## src/design/if_pkg.sv

```systemverilog
package if_pkg;

  ////////////////////////////////////////////////////////////
  // widths
  ////////////////////////////////////////////////////////////

  localparam int unsigned ADDR_W = 32;
  localparam int unsigned INSTR_W = 32;
  localparam int unsigned CAUSE_W = 5;
  localparam int unsigned OTYPE_W = 3;

  typedef logic [ADDR_W-1:0] addr_t;
  typedef logic [INSTR_W-1:0] instr_t;
  // interrupt id, selects the vectored handler slot
  typedef logic [CAUSE_W-1:0] exc_cause_t;

  ////////////////////////////////////////////////////////////
  // address map
  ////////////////////////////////////////////////////////////

  // debug module entry points
  localparam addr_t DM_HALT_ADDR = 32'h1A11_0800;
  localparam addr_t DM_EXC_ADDR = 32'h1A11_0808;
  // first fetch sits this far above the aligned boot base
  localparam addr_t BOOT_OFFSET = 32'h0000_0080;
  // mtvec and boot base are 256-byte aligned
  localparam int unsigned VEC_ALIGN_BITS = 8;
  // no compressed instructions, every fetch is one word
  localparam int unsigned INSTR_BYTES = 4;

  ////////////////////////////////////////////////////////////
  // selectors and state
  ////////////////////////////////////////////////////////////

  typedef enum logic [2:0] {
    PC_BOOT,
    PC_JUMP,
    PC_EXC,
    PC_ERET,
    PC_DRET
  } pc_sel_e;

  typedef enum logic [1:0] {
    EXC_PC_EXC,
    EXC_PC_IRQ,
    EXC_PC_DBD,
    EXC_PC_DBG_EXC
  } exc_pc_sel_e;

  typedef enum logic [1:0] {
    FETCH_IDLE,
    FETCH_WAIT_GNT,
    FETCH_WAIT_RVALID
  } fetch_state_e;

  // program counter capability, top is one bit wider than an address
  typedef struct packed {
    addr_t              base;
    logic [ADDR_W:0]    top33;
    logic               perm_ex;
    logic               valid;
    logic [OTYPE_W-1:0] otype;
  } pcc_cap_t;

  // word handed from the fetch unit to the IF-ID register
  typedef struct packed {
    instr_t rdata;
    addr_t  addr;
    logic   bus_err;
  } fetch_out_t;

endpackage

```

## src/design/if_cap_check.sv

```systemverilog
`timescale 1ns/1ns

module if_cap_check import if_pkg::*; (
  input  logic       fetch_valid_i,
  input  fetch_out_t fetch_i,
  input  pcc_cap_t   pcc_cap_i,
  input  logic       cheri_pmode_i,
  input  logic       debug_mode_i,
  output logic       acc_vio_o
);

  logic [ADDR_W:0] hdrm;
  logic            below_base;
  logic            hdrm_bad;
  logic            perm_bad;
  logic            check_en;

  // room left between the fetch address and the top of the capability
  assign hdrm       = pcc_cap_i.top33 - {1'b0, fetch_i.addr};
  assign below_base = (fetch_i.addr < pcc_cap_i.base);
  // msb set means the address is already past top
  assign hdrm_bad   = hdrm[ADDR_W] | (hdrm < (ADDR_W + 1)'(INSTR_BYTES));

  // execute permission, tag and unsealed object type
  assign perm_bad = ~pcc_cap_i.perm_ex | ~pcc_cap_i.valid | (pcc_cap_i.otype != '0);

  // only real words in capability mode, debug code runs unchecked
  // a word with a bus error already faults and is left alone
  assign check_en = cheri_pmode_i & ~debug_mode_i & fetch_valid_i & ~fetch_i.bus_err;

  assign acc_vio_o = check_en & (below_base | hdrm_bad | perm_bad);

endmodule

```

## src/design/if_fetch_unit.sv

```systemverilog
`timescale 1ns/1ns

module if_fetch_unit import if_pkg::*; (
  input  logic       clk_i,
  input  logic       rst_ni,
  input  logic       req_i,
  input  logic       pc_set_i,
  input  addr_t      fetch_addr_n_i,
  input  logic       fetch_ready_i,
  output logic       fetch_valid_o,
  output fetch_out_t fetch_o,
  output logic       instr_req_o,
  output addr_t      instr_addr_o,
  input  logic       instr_gnt_i,
  input  logic       instr_rvalid_i,
  input  instr_t     instr_rdata_i,
  input  logic       instr_err_i,
  output logic       busy_o
);

  fetch_state_e state_q, state_d;
  logic         discard_q, discard_d;
  logic         armed_q, armed_d;
  logic         held_valid_q, held_valid_d;
  logic         held_we;
  logic         accept;
  fetch_out_t   held_q;
  addr_t        req_addr_q, req_addr_d;
  addr_t        next_addr_q, next_addr_d;
  addr_t        load_addr;

  // all fetches are whole words
  assign load_addr = {fetch_addr_n_i[ADDR_W-1:2], 2'b00};
  assign accept    = held_valid_q & fetch_ready_i;

  ////////////////////////////////////////////////////////////
  // request FSM
  ////////////////////////////////////////////////////////////

  always_comb begin
    state_d      = state_q;
    discard_d    = discard_q;
    // nothing is fetched until the first redirect after reset
    armed_d      = armed_q | pc_set_i;
    // a redirect throws the held word away
    held_valid_d = held_valid_q & ~accept & ~pc_set_i;
    held_we      = 1'b0;
    req_addr_d   = req_addr_q;
    next_addr_d  = pc_set_i ? load_addr : next_addr_q;

    unique case (state_q)
      FETCH_IDLE: begin
        if (req_i && pc_set_i) begin
          state_d    = FETCH_WAIT_GNT;
          req_addr_d = load_addr;
        end else if (req_i && armed_q && (!held_valid_q || accept)) begin
          // one word in flight, the next goes out once the held one is taken
          state_d    = FETCH_WAIT_GNT;
          req_addr_d = next_addr_q;
        end
      end
      FETCH_WAIT_GNT: begin
        // address must stay put until grant, so a redirect only marks the request
        discard_d = discard_q | pc_set_i;
        if (instr_gnt_i) begin
          state_d = FETCH_WAIT_RVALID;
          if (!discard_q && !pc_set_i) begin
            next_addr_d = req_addr_q + addr_t'(INSTR_BYTES);
          end
        end
      end
      FETCH_WAIT_RVALID: begin
        if (!instr_rvalid_i) begin
          discard_d = discard_q | pc_set_i;
        end else if (discard_q || pc_set_i) begin
          // stale response, restart at the redirect target
          discard_d = 1'b0;
          if (req_i) begin
            state_d    = FETCH_WAIT_GNT;
            req_addr_d = next_addr_d;
          end else begin
            state_d = FETCH_IDLE;
          end
        end else begin
          held_valid_d = 1'b1;
          held_we      = 1'b1;
          state_d      = FETCH_IDLE;
        end
      end
      default: state_d = FETCH_IDLE;
    endcase
  end

  always_ff @(posedge clk_i or negedge rst_ni) begin
    if (!rst_ni) begin
      state_q      <= FETCH_IDLE;
      discard_q    <= 1'b0;
      armed_q      <= 1'b0;
      held_valid_q <= 1'b0;
    end else begin
      state_q      <= state_d;
      discard_q    <= discard_d;
      armed_q      <= armed_d;
      held_valid_q <= held_valid_d;
    end
  end

  // addresses and the held word
  always_ff @(posedge clk_i) begin
    req_addr_q  <= req_addr_d;
    next_addr_q <= next_addr_d;
    if (held_we) begin
      held_q <= '{rdata: instr_rdata_i, addr: req_addr_q, bus_err: instr_err_i};
    end
  end

  assign instr_req_o   = (state_q == FETCH_WAIT_GNT);
  assign instr_addr_o  = req_addr_q;
  assign fetch_valid_o = held_valid_q;
  assign fetch_o       = held_q;
  assign busy_o        = (state_q != FETCH_IDLE) | held_valid_q;

endmodule

```

## src/design/if_id_reg.sv

```systemverilog
`timescale 1ns/1ns

module if_id_reg import if_pkg::*; (
  input  logic       clk_i,
  input  logic       rst_ni,
  input  logic       fetch_valid_i,
  input  fetch_out_t fetch_i,
  input  logic       acc_vio_i,
  input  logic       pmp_err_i,
  input  logic       id_in_ready_i,
  input  logic       pc_set_i,
  input  logic       instr_valid_clear_i,
  output logic       instr_valid_id_o,
  output logic       instr_new_id_o,
  output instr_t     instr_rdata_id_o,
  output logic       instr_fetch_err_o,
  output addr_t      pc_id_o,
  output logic       pc_mismatch_alert_o
);

  logic  transfer;
  logic  fetch_err;
  logic  valid_d;
  logic  seq_q, seq_d;
  addr_t pc_id_incr;

  // fetch unit hands over a word in this cycle
  assign transfer  = fetch_valid_i & id_in_ready_i;
  // bus, pmp and capability faults all look the same to ID
  assign fetch_err = fetch_i.bus_err | pmp_err_i | acc_vio_i;

  // a redirect in the transfer cycle squashes the word
  // valid then holds until ID clears it
  assign valid_d = (transfer & ~pc_set_i) | (instr_valid_id_o & ~instr_valid_clear_i);

  ////////////////////////////////////////////////////////////
  // IF-ID pipeline register
  ////////////////////////////////////////////////////////////

  always_ff @(posedge clk_i or negedge rst_ni) begin
    if (!rst_ni) begin
      instr_valid_id_o  <= 1'b0;
      instr_new_id_o    <= 1'b0;
      instr_rdata_id_o  <= '0;
      instr_fetch_err_o <= 1'b0;
      pc_id_o           <= '0;
    end else begin
      instr_valid_id_o <= valid_d;
      instr_new_id_o   <= transfer;
      // frozen while ID stalls
      if (transfer) begin
        instr_rdata_id_o  <= fetch_i.rdata;
        instr_fetch_err_o <= fetch_err;
        pc_id_o           <= fetch_i.addr;
      end
    end
  end

  ////////////////////////////////////////////////////////////
  // pc increment check
  ////////////////////////////////////////////////////////////

  // no check across a redirect or after a faulting fetch
  assign seq_d = (seq_q | transfer) & ~pc_set_i & ~(fetch_valid_i & fetch_err);

  always_ff @(posedge clk_i or negedge rst_ni) begin
    if (!rst_ni) begin
      seq_q <= 1'b0;
    end else begin
      seq_q <= seq_d;
    end
  end

  assign pc_id_incr = pc_id_o + addr_t'(INSTR_BYTES);

  // held address is stale between words, so only look at a valid one
  assign pc_mismatch_alert_o = seq_q & fetch_valid_i & (fetch_i.addr != pc_id_incr);

endmodule

```

## src/design/if_pc_sel.sv

```systemverilog
`timescale 1ns/1ns

module if_pc_sel import if_pkg::*; (
  input  pc_sel_e     pc_mux_i,
  input  exc_pc_sel_e exc_pc_mux_i,
  input  exc_cause_t  exc_cause_i,
  input  addr_t       boot_addr_i,
  input  addr_t       branch_target_i,
  input  addr_t       csr_mepc_i,
  input  addr_t       csr_depc_i,
  input  addr_t       csr_mtvec_i,
  input  logic        cheri_pmode_i,
  input  logic        pc_set_i,
  output addr_t       fetch_addr_n_o,
  output logic        csr_mtvec_init_o
);

  logic  vec_mode;
  addr_t vec_base;
  addr_t word_base;
  addr_t irq_off;
  addr_t boot_pc;
  addr_t exc_pc;

  // mtvec bit 0 selects the 256-byte table, legacy mode always uses it
  assign vec_mode  = csr_mtvec_i[0] | ~cheri_pmode_i;
  assign vec_base  = {csr_mtvec_i[ADDR_W-1:VEC_ALIGN_BITS], {VEC_ALIGN_BITS{1'b0}}};
  assign word_base = {csr_mtvec_i[ADDR_W-1:2], 2'b00};
  // one word per interrupt slot
  assign irq_off   = addr_t'(exc_cause_i) * addr_t'(INSTR_BYTES);
  assign boot_pc   = {boot_addr_i[ADDR_W-1:VEC_ALIGN_BITS], {VEC_ALIGN_BITS{1'b0}}} + BOOT_OFFSET;

  // handler address
  always_comb begin
    unique case (exc_pc_mux_i)
      EXC_PC_EXC:     exc_pc = vec_mode ? vec_base : word_base;
      EXC_PC_IRQ:     exc_pc = vec_mode ? (vec_base | irq_off) : word_base;
      EXC_PC_DBD:     exc_pc = DM_HALT_ADDR;
      EXC_PC_DBG_EXC: exc_pc = DM_EXC_ADDR;
      default:        exc_pc = vec_base;
    endcase
  end

  // next fetch address, only looked at by the fetch unit on pc_set_i
  always_comb begin
    unique case (pc_mux_i)
      PC_BOOT: fetch_addr_n_o = boot_pc;
      PC_JUMP: fetch_addr_n_o = branch_target_i;
      PC_EXC:  fetch_addr_n_o = exc_pc;
      // return from trap
      PC_ERET: fetch_addr_n_o = csr_mepc_i;
      // return from debug mode
      PC_DRET: fetch_addr_n_o = csr_depc_i;
      default: fetch_addr_n_o = boot_pc;
    endcase
  end

  // csr file loads its mtvec reset value on the boot jump
  assign csr_mtvec_init_o = pc_set_i & (pc_mux_i == PC_BOOT);

endmodule

```

## src/design/if_stage.sv

```systemverilog
`timescale 1ns/1ns

module if_stage import if_pkg::*; (
  input  logic        clk_i,
  input  logic        rst_ni,
  input  logic        req_i,
  input  logic        cheri_pmode_i,
  input  logic        debug_mode_i,
  input  addr_t       boot_addr_i,
  // instruction bus
  output logic        instr_req_o,
  output addr_t       instr_addr_o,
  input  logic        instr_gnt_i,
  input  logic        instr_rvalid_i,
  input  instr_t      instr_rdata_i,
  input  logic        instr_err_i,
  // to ID
  output logic        instr_valid_id_o,
  output logic        instr_new_id_o,
  output instr_t      instr_rdata_id_o,
  output logic        instr_fetch_err_o,
  output addr_t       pc_if_o,
  output addr_t       pc_id_o,
  input  logic        pmp_err_i,
  // control from ID
  input  logic        instr_valid_clear_i,
  input  logic        pc_set_i,
  input  pc_sel_e     pc_mux_i,
  input  exc_pc_sel_e exc_pc_mux_i,
  input  exc_cause_t  exc_cause_i,
  input  addr_t       branch_target_i,
  // csrs
  input  addr_t       csr_mepc_i,
  input  addr_t       csr_depc_i,
  input  addr_t       csr_mtvec_i,
  output logic        csr_mtvec_init_o,
  input  logic        id_in_ready_i,
  output logic        pc_mismatch_alert_o,
  output logic        if_busy_o,
  input  pcc_cap_t    pcc_cap_i
);

  addr_t      fetch_addr_n;
  logic       fetch_valid;
  fetch_out_t fetch_out;
  logic       cheri_acc_vio;

  // fetch pc is the address of the held word
  assign pc_if_o = fetch_out.addr;

  if_pc_sel u_pc_sel (
    .pc_mux_i, .exc_pc_mux_i, .exc_cause_i, .boot_addr_i, .branch_target_i,
    .csr_mepc_i, .csr_depc_i, .csr_mtvec_i, .cheri_pmode_i, .pc_set_i,
    .fetch_addr_n_o   (fetch_addr_n),
    .csr_mtvec_init_o
  );

  // ID readiness is the only back-pressure on the fetch unit
  if_fetch_unit u_fetch_unit (
    .clk_i, .rst_ni, .req_i, .pc_set_i,
    .fetch_addr_n_i (fetch_addr_n),
    .fetch_ready_i  (id_in_ready_i),
    .fetch_valid_o  (fetch_valid),
    .fetch_o        (fetch_out),
    .instr_req_o, .instr_addr_o, .instr_gnt_i, .instr_rvalid_i,
    .instr_rdata_i, .instr_err_i,
    .busy_o         (if_busy_o)
  );

  if_cap_check u_cap_check (
    .fetch_valid_i  (fetch_valid),
    .fetch_i        (fetch_out),
    .pcc_cap_i, .cheri_pmode_i, .debug_mode_i,
    .acc_vio_o      (cheri_acc_vio)
  );

  if_id_reg u_id_reg (
    .clk_i, .rst_ni,
    .fetch_valid_i  (fetch_valid),
    .fetch_i        (fetch_out),
    .acc_vio_i      (cheri_acc_vio),
    .pmp_err_i, .id_in_ready_i, .pc_set_i, .instr_valid_clear_i,
    .instr_valid_id_o, .instr_new_id_o, .instr_rdata_id_o, .instr_fetch_err_o,
    .pc_id_o, .pc_mismatch_alert_o
  );

endmodule

```

## config.mk

```make
export PLATFORM = sky130hd
export DESIGN_NAME = if_stage
export DESIGN_NICKNAME = d
export VERILOG_FILES = /design/src/design/if_pkg.sv /design/src/design/if_cap_check.sv /design/src/design/if_fetch_unit.sv /design/src/design/if_id_reg.sv /design/src/design/if_pc_sel.sv /design/src/design/if_stage.sv
export SDC_FILE = /design/constraint.sdc
export NUM_CORES = 1
export LEC_CHECK = 0
export BUFFER_PORTS_ARGS = -buffer_cell sky130_fd_sc_hd__buf_2
export CORE_MARGIN = 3
export CORE_UTILIZATION = 40
export DETAILED_ROUTE_END_ITERATION = 12
export PLACE_DENSITY_LB_ADDON = 0.12
export REMOVE_ABC_BUFFERS = 1
export SETUP_SLACK_MARGIN = 0.3
export SLEW_MARGIN = 5
export SYNTH_ARGS = -nofsm -noshare
export SYNTH_HDL_FRONTEND = slang
export SYNTH_SLANG_ARGS = --single-unit
```

## constraint.sdc

```tcl
create_clock -name clk_i -period 5.21 [get_ports clk_i]
set_input_delay 0.521 -clock clk_i [delete_from_list [all_inputs] [get_ports clk_i]]
set_output_delay 0.521 -clock clk_i [all_outputs]
set_load 0.02 [all_outputs]
```

==> impl_metrics.env <==
export IMPL_status="completed"
export IMPL_clock_latency_ns=0.52
export IMPL_worstHoldPathType="input port to flop"
export IMPL_start_util_pct=41.0
export IMPL_cts_setup_buffers=0
export IMPL_vias_per_cell=5.16
export IMPL_cp_slowest_stage_delay_ns=0.50
export IMPL_grt_max_degree=92
export IMPL_avgSynthCellArea_um2=8.49
export IMPL_yosysTopAreaCell="edfxtp_1"
export IMPL_fmax_mhz=228
export IMPL_ff2ff_setup_slack_ns=1.49
export IMPL_fp_dieH_um=187
export IMPL_h_tree_depth=1
export IMPL_drv_cap=0
export IMPL_clk_pin_slew_ns=0.06
export IMPL_synth_area_leaders="edfxtp_1 (22%), dfrtp_1 (14%), nand2_1 (8.4%)"
export IMPL_vias=12100
export IMPL_cp_max_fo=7
export IMPL_worst_ep_required_time_ns=4.69
export IMPL_dp_hpwl_um=32800
export IMPL_clock_sinks=202
export IMPL_fillCellCount=3088
export IMPL_hold_viol=0
export IMPL_synthCells=1544
export IMPL_firstDrtPassIters=5
export IMPL_wl_per_cell_um=17.8
export IMPL_core_area_um2=32000
export IMPL_io_buffers=403
export IMPL_min_period_over_period_pct=84.2
export IMPL_whs_path_depth=1
export IMPL_cts_tree="yes"
export IMPL_drc=0
export IMPL_synthArstFlopShare_pct=36.1
export IMPL_ys_seq_area_share_pct=41.0
export IMPL_antenna_found_initial=3
export IMPL_ff2ff_path_depth=13
export IMPL_numCtsBuffers=23
export IMPL_drv_slew=0
export IMPL_hold_start="instr_err_i"
export IMPL_total_power_uw=6720
export IMPL_synth_edf_count=97
export IMPL_area_delta_synth_final_pct=22.9
export IMPL_drive_gt1_share_pct=25.6
export IMPL_yosys_warnings=0
export IMPL_final_common_cell="buf_2"
export IMPL_io_pins=419
export IMPL_cts_resized=0
export IMPL_hold_end="u_fetch_unit.fetch_o[0]$_DFFE_PP_"
export IMPL_tightest_slew_ns=1.09
export IMPL_r2r_end="u_id_reg.instr_fetch_err_o$_DFFE_PN0P_"
export IMPL_netlist_area_um2=13100
export IMPL_finalSetupTns_ns=0
export IMPL_synth_top_area_share_pct=22.2
export IMPL_report_final_setup_viol=0
export IMPL_r2r_start="u_fetch_unit.fetch_o[11]$_DFFE_PP_"
export IMPL_finalClockSkew_ns=0.0174
export IMPL_die_area_um2=35000
export IMPL_clockBufferDepth=3
export IMPL_period_minus_slack_ns=4.39
export IMPL_drtIter0Drc=652
export IMPL_final_cell_mix="buf_2 (402), nand2_1 (294), o21ai_0 (134), inv_1 (113), nor2_1 (103)"
export IMPL_rsz0062_at_grt="false"
export IMPL_ys_seq_elements=202
export IMPL_grt_use_total_pct=23.0
export IMPL_ys_flop_type="edfxtp_1"
export IMPL_power_leakage_uw=0.00756
export IMPL_start_kind="flop"
export IMPL_worst_setup_path_type="flop to output pin"
export IMPL_ys_types=81
export IMPL_gp_congestion=0.916
export IMPL_grt_pass1_vias=11900
export IMPL_p_per_area_nw_per_um2=417
export IMPL_overflow=0
export IMPL_die_x_um=187
export IMPL_peakVddDrop_mv=0.200
export IMPL_nNetsFinal=2239
export IMPL_rows=65
export IMPL_routed_wirelength_um=41700
export IMPL_worstPathArrival_ns=3.87
export IMPL_postCtsHoldBufs=1
export IMPL_drtAntennaViolNets=0
export IMPL_relSlewSlack_pct=27.0
export IMPL_critical_path_cell_chain="nand2_1 > or3_4 > or4_4 > nor3_4 > nand2_1 > xnor2_1 > nor3_2 > nand4_1 > nor4_2 > nand4_1 > and3_1 > buf_2"
export IMPL_crit_slowest_cell="or4_4"
export IMPL_grt_pass1_wl_um=65100
export IMPL_cts_root_buf="clkbuf_16"
export IMPL_worst_setup_path_end_kind="output pin"
==> per-layer routing <==
layer,GRT usage (%),vias up,part of all wire [%]
met4,8.26,0,3.7
met3,3.60,91,5.9
met5,0,-,0
met1,29.3,5522,42
li1,-,6045,-
met2,39.9,419,49
==> cells in the mapped netlist (4+ instances only) <==
cell type,number
nor2b_1,10
nor3_1,11
nor4_1,5
mux2_2,6
nand4_1,28
mux2i_1,14
clkbuf_1,56
dfrtp_1,73
o21ai_1,7
and3_1,12
buf_1,5
o211ai_1,27
edfxtp_1,97
a21oi_1,79
buf_4,32
nor2_1,103
and2_1,6
a21o_1,20
nand2b_1,30
and4_1,4
o21ai_0,134
dfxtp_1,32
xor2_1,34
xnor2_1,56
a211oi_1,7
a221oi_1,4
o21a_1,22
o22ai_1,26
inv_1,113
ha_1,68
nand3_1,22
a2111oi_0,5
or2_2,4
o22a_1,4
nand2_1,295
a31oi_1,30
==> kinds of logic (layout without fill, tap and decap cells) <==
family / count (synthesis) / count (layout) / share of synthesized area, %
adders and majority gates: 68 / 68 / 6.49
buffers and inverters: 212 / 572 / 7.18
xor gates and xnor gates: 90 / 90 / 6.01
AOI/OAI and AO/OA: 401 / 401 / 18.8
DFF: 202 / 202 / 41.0
other: 0 / 3 / 0
muxes: 20 / 20 / 1.58
and+or+nand+nor: 551 / 551 / 18.9
==> per-stage QoR <==
step	instance area [um2]	std cells	setup slack, ns	util, %	hold slack [ns]
floorplan	12600	1447	1.41	-	0.225
global placement	15300	2296	1.40	47.8	0.381
detailed placement	15300	2296	1.35	47.8	0.378
CTS	16100	2339	0.779	50.4	0.159
global route	16100	2342	0.676	50.4	0.158
finish	16100	2342	0.821	50.4	0.180
==> how the worst max path moves through the flow <==
| stage | to | cells after the start | slack, ns | from |
|---|---|---|---|---|
| finish | pc_mismatch_alert_o | 12 | 0.82 | u_id_reg.pc_id_o[2]$_DFFE_PN0P_ |
| global route | pc_mismatch_alert_o | 12 | 0.68 | u_id_reg.pc_id_o[2]$_DFFE_PN0P_ |
| CTS | pc_mismatch_alert_o | 12 | 0.78 | u_id_reg.pc_id_o[2]$_DFFE_PN0P_ |
| detailed placement | pc_mismatch_alert_o | 12 | 1.35 | u_id_reg.pc_id_o[2]$_DFFE_PN0P_ |
| global placement | pc_mismatch_alert_o | 12 | 1.40 | u_id_reg.pc_id_o[5]$_DFFE_PN0P_ |
| floorplan | u_id_reg.seq_q$_DFF_PN0_ | 5 | 1.41 | id_in_ready_i |
==> critical path: cells and delay by family, from the launching register on <==
kind                      cells  cell delay (ns)
buffers and inverters         1             0.16
and+or+nand+nor              10             2.59
DFF                           1             0.43
xor gates and xnor gates      1             0.18
==> power breakdown <==
part           internal [uW]  switching, uW  total, uW
combinational            839           1450       2290
clock                   1070            664       1730
sequential              2200            497       2700
total                   4110           2610       6720
==> flip-flops by register name, summed over array words and instances, names as in the netlist <==
signal	cells
u_id_reg.instr_fetch_err_o	1
u_fetch_unit.state_q	2
u_id_reg.pc_id_o	32
u_id_reg.instr_rdata_id_o	32
u_fetch_unit.armed_q	1
u_fetch_unit.discard_q	1
u_id_reg.instr_valid_id_o	1
u_fetch_unit.fetch_o	65
u_fetch_unit.next_addr_q	32
u_id_reg.instr_new_id_o	1
u_fetch_unit.instr_addr_o	32
u_id_reg.seq_q	1
u_fetch_unit.fetch_valid_o	1
==> final cells by class <==
class | instances | area (um2) | area share, %
Multi-Input combinational cell | 1130 | 6830 | 42.4
Sequential cell | 202 | 5380 | 33.4
Timing Repair Buffer | 415 | 2110 | 13.1
Clock buffer | 29 | 598 | 3.71
Tap cell | 435 | 544 | 3.38
Inverter | 115 | 432 | 2.68
Clock inverter | 13 | 204 | 1.27
Antenna cell | 3 | 7.51 | 0.0466
(Power assumes the default switching activity.)
